`config.mk`:
```
export PLATFORM = sky130hd
export DESIGN_NAME = mips_core
export DESIGN_NICKNAME = d
export VERILOG_FILES = /design/src/hdl/mips_pkg.sv /design/src/hdl/alu.sv /design/src/hdl/control_unit.sv /design/src/hdl/data_path.sv /design/src/hdl/hazard_unit.sv /design/src/hdl/mips_core.sv /design/src/hdl/regfile.sv
export SDC_FILE = /design/constraint.sdc
export NUM_CORES = 2
export LEC_CHECK = 0
export ABC_AREA = 1
export BUFFER_PORTS_ARGS = -buffer_cell sky130_fd_sc_hd__buf_2
export CAP_MARGIN = 10
export CELL_PAD_IN_SITES_DETAIL_PLACEMENT = 1
export CELL_PAD_IN_SITES_GLOBAL_PLACEMENT = 2
export CORE_MARGIN = 1.5
export CORE_UTILIZATION = 34
export CTS_CLUSTER_SIZE = 8
export DETAILED_ROUTE_END_ITERATION = 8
export PLACE_DENSITY = 0.85
export SLEW_MARGIN = 20
export SYNTH_ARGS = -nofsm -noshare
export SYNTH_HDL_FRONTEND = slang
export SYNTH_SLANG_ARGS = --single-unit
```
`constraint.sdc`:
```
create_clock -name clk -period 3.3 [get_ports clk]
set_clock_uncertainty 0.1 [all_clocks]
set_input_delay 0.66 -clock clk [delete_from_list [all_inputs] [get_ports clk]]
set_output_delay 0.66 -clock clk [all_outputs]
set_load 0.02 [all_outputs]
```
`src/hdl/mips_pkg.sv`:
```
package mips_pkg;

    typedef logic [31:0] word_t;
    typedef logic [4:0]  reg_idx_t;
    typedef logic [5:0]  opcode_t;
    typedef logic [5:0]  funct_t;
    typedef logic [3:0]  alu_op_t;

    // Primary opcodes
    localparam opcode_t OP_RTYPE = 6'b000000;
    localparam opcode_t OP_ADDIU = 6'b001001;
    localparam opcode_t OP_ANDI  = 6'b001100;
    localparam opcode_t OP_ORI   = 6'b001101;
    localparam opcode_t OP_XORI  = 6'b001110;
    localparam opcode_t OP_SLTI  = 6'b001010;
    localparam opcode_t OP_LUI   = 6'b001111;
    localparam opcode_t OP_LW    = 6'b100011;
    localparam opcode_t OP_SW    = 6'b101011;
    localparam opcode_t OP_BEQ   = 6'b000100;
    localparam opcode_t OP_BNE   = 6'b000101;
    localparam opcode_t OP_BLEZ  = 6'b000110;
    localparam opcode_t OP_BGTZ  = 6'b000111;
    localparam opcode_t OP_J     = 6'b000010;
    localparam opcode_t OP_JAL   = 6'b000011;

    // R-type funct field
    localparam funct_t FN_ADDU = 6'b100001;
    localparam funct_t FN_SUBU = 6'b100011;
    localparam funct_t FN_AND  = 6'b100100;
    localparam funct_t FN_OR   = 6'b100101;
    localparam funct_t FN_XOR  = 6'b100110;
    localparam funct_t FN_NOR  = 6'b100111;
    localparam funct_t FN_SLT  = 6'b101010;
    localparam funct_t FN_SLL  = 6'b000000;
    localparam funct_t FN_SRL  = 6'b000010;
    localparam funct_t FN_JR   = 6'b001000;

    localparam alu_op_t ALU_ADD = 4'd0;
    localparam alu_op_t ALU_SUB = 4'd1;
    localparam alu_op_t ALU_AND = 4'd2;
    localparam alu_op_t ALU_OR  = 4'd3;
    localparam alu_op_t ALU_XOR = 4'd4;
    localparam alu_op_t ALU_NOR = 4'd5;
    localparam alu_op_t ALU_SLT = 4'd6;
    localparam alu_op_t ALU_SLL = 4'd7;
    localparam alu_op_t ALU_SRL = 4'd8;
    localparam alu_op_t ALU_LUI = 4'd9;

    localparam word_t    RESET_PC = 32'h0000_0000;
    localparam reg_idx_t LINK_REG = 5'd31;  // JAL writes here

endpackage

```
`src/hdl/alu.sv`:
```
`timescale 1ns/1ps

module alu (
    input  mips_pkg::word_t   input1,
    input  mips_pkg::word_t   input2,
    input  mips_pkg::alu_op_t alu_operation,
    output mips_pkg::word_t   out,
    output logic              zero,
    output logic              negative
);
    import mips_pkg::*;

    word_t diff;

    // Flags always describe input1 - input2, for branch resolution
    assign diff     = input1 - input2;
    assign zero     = (diff == '0);
    assign negative = $signed(input1) < $signed(input2);  // No overflow wrap

    always_comb begin
        case (alu_operation)
            ALU_ADD: out = input1 + input2;
            ALU_SUB: out = diff;
            ALU_AND: out = input1 & input2;
            ALU_OR:  out = input1 | input2;
            ALU_XOR: out = input1 ^ input2;
            ALU_NOR: out = ~(input1 | input2);
            ALU_SLT: out = {31'b0, negative};
            ALU_SLL: out = input2 << input1[4:0];
            ALU_SRL: out = input2 >> input1[4:0];
            ALU_LUI: out = {input2[15:0], 16'b0};
            default: out = '0;
        endcase
    end

endmodule

```
`src/hdl/control_unit.sv`:
```
`timescale 1ns/1ps

module control_unit (
    input  mips_pkg::word_t   inst,
    output logic              reg_dest,
    output logic              reg_write_enable,
    output logic              alu_src,
    output logic              mem_or_reg,
    output logic              mem_write,
    output logic              pc_or_mem,
    output logic              should_branch,
    output logic              jump,
    output logic              jump_register,
    output logic              does_shift_amount_need,
    output logic              is_unsigned,
    output logic              uses_rt,
    output mips_pkg::alu_op_t alu_operation
);
    import mips_pkg::*;

    opcode_t opcode;
    funct_t  funct;

    assign opcode = inst[31:26];
    assign funct  = inst[5:0];

    always_comb begin
        reg_dest               = 1'b0;
        reg_write_enable       = 1'b0;
        alu_src                = 1'b0;
        mem_or_reg             = 1'b0;
        mem_write              = 1'b0;
        pc_or_mem              = 1'b0;
        should_branch          = 1'b0;
        jump                   = 1'b0;
        jump_register          = 1'b0;
        does_shift_amount_need = 1'b0;
        is_unsigned            = 1'b0;
        uses_rt                = 1'b0;
        alu_operation          = ALU_ADD;
        case (opcode)
            OP_RTYPE: begin
                reg_dest         = 1'b1;
                reg_write_enable = 1'b1;
                uses_rt          = 1'b1;
                case (funct)
                    FN_ADDU: alu_operation = ALU_ADD;
                    FN_SUBU: alu_operation = ALU_SUB;
                    FN_AND:  alu_operation = ALU_AND;
                    FN_OR:   alu_operation = ALU_OR;
                    FN_XOR:  alu_operation = ALU_XOR;
                    FN_NOR:  alu_operation = ALU_NOR;
                    FN_SLT:  alu_operation = ALU_SLT;
                    FN_SLL, FN_SRL: begin
                        alu_operation          = (funct == FN_SLL) ? ALU_SLL : ALU_SRL;
                        does_shift_amount_need = 1'b1;  // shamt into ALU input1
                    end
                    FN_JR: begin
                        reg_dest         = 1'b0;
                        reg_write_enable = 1'b0;
                        uses_rt          = 1'b0;
                        jump_register    = 1'b1;
                    end
                    default: begin
                        // Unknown funct acts as a no-op
                        reg_dest         = 1'b0;
                        reg_write_enable = 1'b0;
                        uses_rt          = 1'b0;
                    end
                endcase
            end
            OP_ADDIU, OP_SLTI, OP_LUI: begin
                alu_src          = 1'b1;
                reg_write_enable = 1'b1;
                alu_operation    = (opcode == OP_ADDIU) ? ALU_ADD :
                                   (opcode == OP_SLTI)  ? ALU_SLT : ALU_LUI;
            end
            OP_ANDI, OP_ORI, OP_XORI: begin
                alu_src          = 1'b1;
                reg_write_enable = 1'b1;
                is_unsigned      = 1'b1;  // Logical immediates zero-extend
                alu_operation    = (opcode == OP_ANDI) ? ALU_AND :
                                   (opcode == OP_ORI)  ? ALU_OR  : ALU_XOR;
            end
            OP_LW: begin
                alu_src          = 1'b1;
                reg_write_enable = 1'b1;
                mem_or_reg       = 1'b1;
            end
            OP_SW: begin
                alu_src   = 1'b1;
                mem_write = 1'b1;
                uses_rt   = 1'b1;  // Store data
            end
            OP_BEQ, OP_BNE, OP_BLEZ, OP_BGTZ: begin
                should_branch = 1'b1;
                alu_operation = ALU_SUB;
                uses_rt       = (opcode == OP_BEQ) || (opcode == OP_BNE);
            end
            OP_J:   jump = 1'b1;
            OP_JAL: begin
                jump             = 1'b1;
                reg_write_enable = 1'b1;
                pc_or_mem        = 1'b1;  // Link value is PC + 4
            end
            default: ;
        endcase
    end

endmodule

```
`src/hdl/data_path.sv`:
```
`timescale 1ns/1ps

module data_path (
    input  logic               clk,
    input  logic               rst_n,
    input  mips_pkg::word_t    inst,
    output mips_pkg::word_t    inst_addr,
    output mips_pkg::word_t    mem_addr,
    output mips_pkg::word_t    mem_wdata,
    output logic               mem_we,
    input  mips_pkg::word_t    mem_rdata,
    output mips_pkg::word_t    inst_id,
    input  logic               reg_dest,
    input  logic               reg_write_enable,
    input  logic               alu_src,
    input  mips_pkg::alu_op_t  alu_operation,
    input  logic               mem_or_reg,
    input  logic               mem_write,
    input  logic               pc_or_mem,
    input  logic               should_branch,
    input  logic               jump,
    input  logic               jump_register,
    input  logic               does_shift_amount_need,
    input  logic               is_unsigned,
    input  logic               stall,
    input  logic               flush,
    output mips_pkg::reg_idx_t rs_id,
    output mips_pkg::reg_idx_t rt_id,
    output mips_pkg::reg_idx_t rd_ex,
    output mips_pkg::reg_idx_t rd_mem,
    output logic               we_ex,
    output logic               we_mem,
    output logic               redirect_mem,
    output logic               wb_we,
    output mips_pkg::reg_idx_t wb_rd,
    output mips_pkg::word_t    wb_data
);
    import mips_pkg::*;

    word_t    pc, pc4_if, redirect_pc;
    logic     valid_id, valid_ex, valid_mem, valid_wb;
    word_t    pc4_id, rs_data_id, rt_data_id, imm_id, br_target_id, j_target_id;
    reg_idx_t dest_id;
    logic     reg_write_ex, alu_src_ex, mem_or_reg_ex, mem_write_ex, pc_or_mem_ex;
    logic     branch_ex, jump_ex, jr_ex, shift_ex, zero_ex, negative_ex;
    alu_op_t  alu_op_ex;
    opcode_t  opcode_ex, opcode_mem;
    logic [4:0] shamt_ex;
    word_t    pc4_ex, rs_data_ex, rt_data_ex, imm_ex, br_target_ex, j_target_ex;
    word_t    alu_in1, alu_in2, alu_out_ex;
    logic     reg_write_mem, mem_or_reg_mem, mem_write_mem, pc_or_mem_mem;
    logic     branch_mem, jump_mem, jr_mem, zero_mem, negative_mem, branch_taken;
    word_t    pc4_mem, rs_data_mem, rt_data_mem, alu_mem, br_target_mem, j_target_mem;
    logic     reg_write_wb, mem_or_reg_wb, pc_or_mem_wb;
    word_t    pc4_wb, alu_wb, load_wb;

    assign inst_addr = pc;
    assign pc4_if    = pc + 32'd4;

    // Control state: PC, valid bits and the decode instruction
    always_ff @(posedge clk or negedge rst_n) begin
        if (!rst_n) begin
            pc        <= RESET_PC;
            valid_id  <= 1'b0;
            inst_id   <= '0;
            valid_ex  <= 1'b0;
            valid_mem <= 1'b0;
            valid_wb  <= 1'b0;
        end else begin
            if (flush) begin
                pc       <= redirect_pc;
                valid_id <= 1'b0;
                inst_id  <= '0;  // NOP
            end else if (!stall) begin
                pc       <= pc4_if;
                valid_id <= 1'b1;
                inst_id  <= inst;
            end
            valid_ex  <= valid_id && !stall && !flush;  // Bubble on stall
            valid_mem <= valid_ex && !flush;
            valid_wb  <= valid_mem;
        end
    end

    // Decode
    assign rs_id        = jump ? '0 : inst_id[25:21];  // Target bits, not a source
    assign rt_id        = inst_id[20:16];
    assign imm_id       = is_unsigned ? {16'b0, inst_id[15:0]} : {{16{inst_id[15]}}, inst_id[15:0]};
    assign br_target_id = pc4_id + {{14{inst_id[15]}}, inst_id[15:0], 2'b00};
    assign j_target_id  = {pc4_id[31:28], inst_id[25:0], 2'b00};
    assign dest_id      = pc_or_mem ? LINK_REG : (reg_dest ? inst_id[15:11] : inst_id[20:16]);

    regfile u_regfile (
        .clk     (clk),
        .rst_n   (rst_n),
        .rs_num  (inst_id[25:21]),
        .rt_num  (inst_id[20:16]),
        .rd_num  (wb_rd),
        .rd_data (wb_data),
        .rd_we   (wb_we),
        .rs_data (rs_data_id),
        .rt_data (rt_data_id)
    );

    // Stage payload, qualified by the valid bits above
    always_ff @(posedge clk) begin
        if (!stall) begin
            pc4_id <= pc4_if;
        end
        reg_write_ex  <= reg_write_enable;
        alu_src_ex    <= alu_src;
        mem_or_reg_ex <= mem_or_reg;
        mem_write_ex  <= mem_write;
        pc_or_mem_ex  <= pc_or_mem;
        branch_ex     <= should_branch;
        jump_ex       <= jump;
        jr_ex         <= jump_register;
        shift_ex      <= does_shift_amount_need;
        alu_op_ex     <= alu_operation;
        opcode_ex     <= inst_id[31:26];
        shamt_ex      <= inst_id[10:6];
        rd_ex         <= dest_id;
        pc4_ex        <= pc4_id;
        rs_data_ex    <= rs_data_id;
        rt_data_ex    <= rt_data_id;
        imm_ex        <= imm_id;
        br_target_ex  <= br_target_id;
        j_target_ex   <= j_target_id;

        reg_write_mem  <= reg_write_ex;
        mem_or_reg_mem <= mem_or_reg_ex;
        mem_write_mem  <= mem_write_ex;
        pc_or_mem_mem  <= pc_or_mem_ex;
        branch_mem     <= branch_ex;
        jump_mem       <= jump_ex;
        jr_mem         <= jr_ex;
        zero_mem       <= zero_ex;
        negative_mem   <= negative_ex;
        opcode_mem     <= opcode_ex;
        rd_mem         <= rd_ex;
        pc4_mem        <= pc4_ex;
        rs_data_mem    <= rs_data_ex;
        rt_data_mem    <= rt_data_ex;
        alu_mem        <= alu_out_ex;
        br_target_mem  <= br_target_ex;
        j_target_mem   <= j_target_ex;

        reg_write_wb  <= reg_write_mem;
        mem_or_reg_wb <= mem_or_reg_mem;
        pc_or_mem_wb  <= pc_or_mem_mem;
        wb_rd         <= rd_mem;
        pc4_wb        <= pc4_mem;
        alu_wb        <= alu_mem;
        load_wb       <= mem_rdata;
    end

    // Execute
    assign alu_in1 = shift_ex ? {27'b0, shamt_ex} : rs_data_ex;
    assign alu_in2 = alu_src_ex ? imm_ex : rt_data_ex;
    assign we_ex   = valid_ex && reg_write_ex;

    alu u_alu (
        .input1        (alu_in1),
        .input2        (alu_in2),
        .alu_operation (alu_op_ex),
        .out           (alu_out_ex),
        .zero          (zero_ex),
        .negative      (negative_ex)
    );

    // Memory stage and branch resolution
    always_comb begin
        branch_taken = 1'b0;
        if (branch_mem) begin
            case (opcode_mem)
                OP_BEQ:  branch_taken = zero_mem;
                OP_BNE:  branch_taken = !zero_mem;
                OP_BLEZ: branch_taken = zero_mem || negative_mem;
                OP_BGTZ: branch_taken = !zero_mem && !negative_mem;
                default: branch_taken = 1'b0;
            endcase
        end
    end

    assign redirect_mem = valid_mem && (branch_taken || jump_mem || jr_mem);
    assign redirect_pc  = jr_mem ? rs_data_mem : (jump_mem ? j_target_mem : br_target_mem);
    assign we_mem       = valid_mem && reg_write_mem;
    assign mem_addr     = alu_mem;
    assign mem_wdata    = rt_data_mem;
    assign mem_we       = valid_mem && mem_write_mem;

    // Writeback
    assign wb_we   = valid_wb && reg_write_wb && (wb_rd != '0);
    assign wb_data = pc_or_mem_wb ? pc4_wb : (mem_or_reg_wb ? load_wb : alu_wb);

endmodule

```
`src/hdl/hazard_unit.sv`:
```
`timescale 1ns/1ps

module hazard_unit (
    input  mips_pkg::reg_idx_t rs_id,
    input  mips_pkg::reg_idx_t rt_id,
    input  logic               uses_rt_id,
    input  mips_pkg::reg_idx_t rd_ex,
    input  mips_pkg::reg_idx_t rd_mem,
    input  logic               we_ex,
    input  logic               we_mem,
    input  logic               redirect_mem,
    output logic               stall,
    output logic               flush
);

    logic rs_hit;
    logic rt_hit;

    // Producer still in EX or MEM; WB is covered by the register file bypass
    assign rs_hit = (rs_id != '0) &&
                    ((we_ex && rd_ex == rs_id) || (we_mem && rd_mem == rs_id));
    assign rt_hit = uses_rt_id && (rt_id != '0) &&
                    ((we_ex && rd_ex == rt_id) || (we_mem && rd_mem == rt_id));

    assign flush = redirect_mem;
    assign stall = (rs_hit || rt_hit) && !redirect_mem;  // Redirect wins

endmodule

```
`src/hdl/mips_core.sv`:
```
`timescale 1ns/1ps

module mips_core (
    input  logic               clk,
    input  logic               rst_n,
    output mips_pkg::word_t    inst_addr,
    input  mips_pkg::word_t    inst,
    output mips_pkg::word_t    mem_addr,
    output mips_pkg::word_t    mem_wdata,
    output logic               mem_we,
    input  mips_pkg::word_t    mem_rdata,
    output logic               wb_we,
    output mips_pkg::reg_idx_t wb_rd,
    output mips_pkg::word_t    wb_data
);
    import mips_pkg::*;

    word_t    inst_id;
    logic     reg_dest, reg_write_enable, alu_src, mem_or_reg, mem_write, pc_or_mem;
    logic     should_branch, jump, jump_register, does_shift_amount_need, is_unsigned;
    logic     uses_rt;
    alu_op_t  alu_operation;
    reg_idx_t rs_id, rt_id, rd_ex, rd_mem;
    logic     we_ex, we_mem, redirect_mem;
    logic     stall, flush;

    // Decodes the instruction held in the decode stage
    control_unit u_control_unit (
        .inst (inst_id),
        .*
    );

    hazard_unit u_hazard_unit (
        .uses_rt_id (uses_rt),
        .*
    );

    data_path u_data_path (.*);

endmodule

```
`src/hdl/regfile.sv`:
```
`timescale 1ns/1ps

module regfile (
    input  logic               clk,
    input  logic               rst_n,
    input  mips_pkg::reg_idx_t rs_num,
    input  mips_pkg::reg_idx_t rt_num,
    input  mips_pkg::reg_idx_t rd_num,
    input  mips_pkg::word_t    rd_data,
    input  logic               rd_we,
    output mips_pkg::word_t    rs_data,
    output mips_pkg::word_t    rt_data
);
    import mips_pkg::*;

    word_t regs [32];
    logic  wr_live;

    assign wr_live = rd_we && (rd_num != '0);  // r0 stays zero

    always_ff @(posedge clk or negedge rst_n) begin
        if (!rst_n) begin
            for (int i = 0; i < 32; i++) begin
                regs[i] <= '0;
            end
        end else if (wr_live) begin
            regs[rd_num] <= rd_data;
        end
    end

    // Write before read
    assign rs_data = (wr_live && rd_num == rs_num) ? rd_data : regs[rs_num];
    assign rt_data = (wr_live && rd_num == rt_num) ? rd_data : regs[rt_num];

endmodule

```
==> flow_summary.json <==
{
  "status": "complete, but fails checks",
  "violations": "setup timing",
  "syn_area_mm2": 0.08359,
  "crit_family": "compound AO/OA/AOI/OAI gates",
  "syn_nets": 11497,
  "p_leak_nw": 45.02,
  "hold_violations": 0,
  "arrival_ns": 2.79,
  "ys_ff_latch": 1609,
  "antenna_found_initial": 46,
  "avgSynthCellArea_um2": 7.396,
  "setup_ws_ns": -0.2493,
  "async_flop_share": 0.6787,
  "ir_worst_vdd_v": 0.0005204,
  "ioPinCount": 201,
  "fmax_mhz": 281.7,
  "dp_slack_ns": -0.4621,
  "slew_headroom": 0.1503,
  "path_cells": "buf_12 -> o211ai_1 -> o21ai_4 -> buf_12 -> buf_8",
  "dp_hpwl_um": 294700,
  "end_kind": "primary output",
  "power_density_mw_per_mm2": 814.5,
  "critPathMaxStageDelay_ns": 0.85,
  "rows": 181,
  "vias_per_cell": 5.822,
  "grt_max_degree": 122,
  "grt_pass1_vias": 88914,
  "utilization": 0.4152,
  "period_needed_ns": 3.549,
  "drv_slew": 0,
  "largest_reg_flops": 1024,
  "ant_nets": 0,
  "critical_path_required_ns": 2.54,
  "period_share": 1.076,
  "initialDrtViolationCount": 8571,
  "path_max_fanout": 5,
  "first_pass_iters": 6,
  "hp-class": "in -> reg",
  "drc": 0,
  "worst-path-buf-inv": 3,
  "drive_above_1_share": 0.1260,
  "die_width_um": 498.8,
  "initial_core_util": 0.3427,
  "place_congestion": 1.011,
  "crit_type": "reg -> out",
  "start_kind": "register",
  "fin_nets": 11953,
  "vias": 87901,
  "overflow": 0,
  "syn_inst": 11302,
  "synth_ff_type": "dfrtp_1",
  "routed_wl_um": 437600,
  "grt_pass1_wl_um": 630500,
  "path_common_cell": "buf_12",
  "port_buffers": 200,
  "synthDistinctLibCells": 60,
  "syn_to_final_growth_pct": 21.16,
  "synth_edf_count": 32,
  "clkTransAtPathRegs_ns": 0.05,
  "numCtsBuffers": 222,
  "crit_slowest_cell": "o211ai_1",
  "regMostFlops": "u_data_path.u_regfile.regs",
  "cts.sinks": 1609,
  "fp.dieH_um": 498.8,
  "cts_max_level": 4,
  "clockBufferDepth": 3,
  "clk-insertion-delay-late_ns": 0.93,
  "setup_viol": 21,
  "cts_tree": "yes",
  "ys_seq_area_frac": 0.4546,
  "rsz0062_at_grt": "true",
  "max-cap-violations": 0,
  "synth_warnings": 0,
  "grt_usage": 0.3440,
  "tightest_slew_ns": 1.261,
  "wl_per_cell_um": 28.98,
  "die-area_mm2": 0.2488,
  "cts-root-buf": "clkbuf_16",
  "core_area_mm2": 0.2439
}
[layout by cell type (no fill, tap or decap), types with 130 or more instances in the layout]
cell	n
nand3_1	505
a21oi_1	1263
nand2_1	1828
inv_1	872
dfrtp_1	1082
dfxtp_1	477
o21ai_0	2126
buf_12	130
clkbuf_16	225
buf_2	170
buf_4	717
o22ai_1	141
nor2_1	1173
[Yosys cell counts, drive strengths merged, types with 47 or more instances]
cell,count,area share
inv,889,0.040
clkbuf,566,0.025
a21oi,1274,0.076
ha,126,0.019
dfxtp,485,0.12
o21ai,2185,0.13
dfrtp,1092,0.33
o22ai,141,0.011
buf,316,0.018
xor2,47,0.0049
nor2,1209,0.055
nand4,125,0.0099
nand3,511,0.031
nand2,1845,0.083
o211ai,109,0.0098
[worst register-to-register path, delay by kind of cell (launching register included)]
family	cells	cell delay, ns
compound gates	1	1.13
buf+inv	1	0.24
flops	1	0.77
simple gates	4	0.93
[timing repair]
item,CTS,global route
endpoints found under the setup margin,41,48
resized for setup,121,74
buffers inserted,40,8
cloned,4,1
hold endpoints to repair,143,0
pin swaps,25,10
hold buffers,60,0
[power by group]
| part | internal [mW] | switching [mW] |
|---|---|---|
| clock | 12.6 | 9.51 |
| sequential | 24.9 | 3.79 |
| combinational | 10.4 | 21.3 |
[cells by family after synthesis]
| kind of cell | share of synthesized area |
|---|---|
| DFF | 0.4546 |
| adders and majority gates | 0.01958 |
| and+or+nand+nor | 0.1851 |
| xor gates and xnor gates | 0.007335 |
| AOI/OAI and AO/OA | 0.2437 |
| muxes | 0.004191 |
| buffers and inverters | 0.08544 |
[path summary, 6_finish.rpt]
| kind | start | slack, ns | endpoint | cells past startpoint |
|---|---|---|---|---|
| worst min register to register | u_data_path.j_target_ex[18] | 0.20 | u_data_path.j_target_mem[18] | 0 |
| max in group asynchronous | rst_n | 1.76 | u_data_path.u_regfile.regs[48] | 4 |
| min in group asynchronous | rst_n | 0.19 | u_data_path.u_regfile.regs[613] | 2 |
| worst max register to register | u_data_path.inst_id[19] | -0.14 | u_data_path.rt_data_ex[12] | 6 |
| worst max-delay path | u_data_path.mem_or_reg_wb | -0.25 | wb_data[16] | 5 |
| worst min-delay path | inst[18] | 0.12 | u_data_path.inst_id[18] | 3 |
[per-stage QoR]
stage          total power [mW]  area [um^2]  std cells  setup TNS (ns)  hold slack (ns)
3_5_place_dp              58.21        92830      14624          -1.264           0.2132
5_1_grt                   86.07       101200      15087          -1.967          0.05759
2_1_floorplan             42.52        83590      11302               0           0.2096
3_3_place_gp              57.54        92830      14624          -1.380           0.2097
4_1_cts                   81.62       100900      15076          -1.738          0.06109
6_report                  82.49       101300      15099          -1.529           0.1220
[metal layers]
layer	vias to the layer above	GRT usage	part of all wire
li1	38691	-	-
met1	44436	0.4541	0.42
met2	3733	0.5266	0.44
met3	1029	0.06066	0.075
met4	12	0.2020	0.066
met5	-	0	0.00018
[layout make-up]
cell class / instances / area (um^2)
Tap cell: 3202 / 4006
Clock inverter: 18 / 436.7
Sequential cell: 1609 / 38040
Multi-Input combinational cell: 7883 / 39240
Fill cell: 29483 / 142600
Antenna cell: 14 / 35.03
Inverter: 928 / 3523
Clock buffer: 331 / 6037
Timing Repair inverter: 1 / 5.005
Timing Repair Buffer: 1113 / 9951
Power figures use the tool's default switching activity.
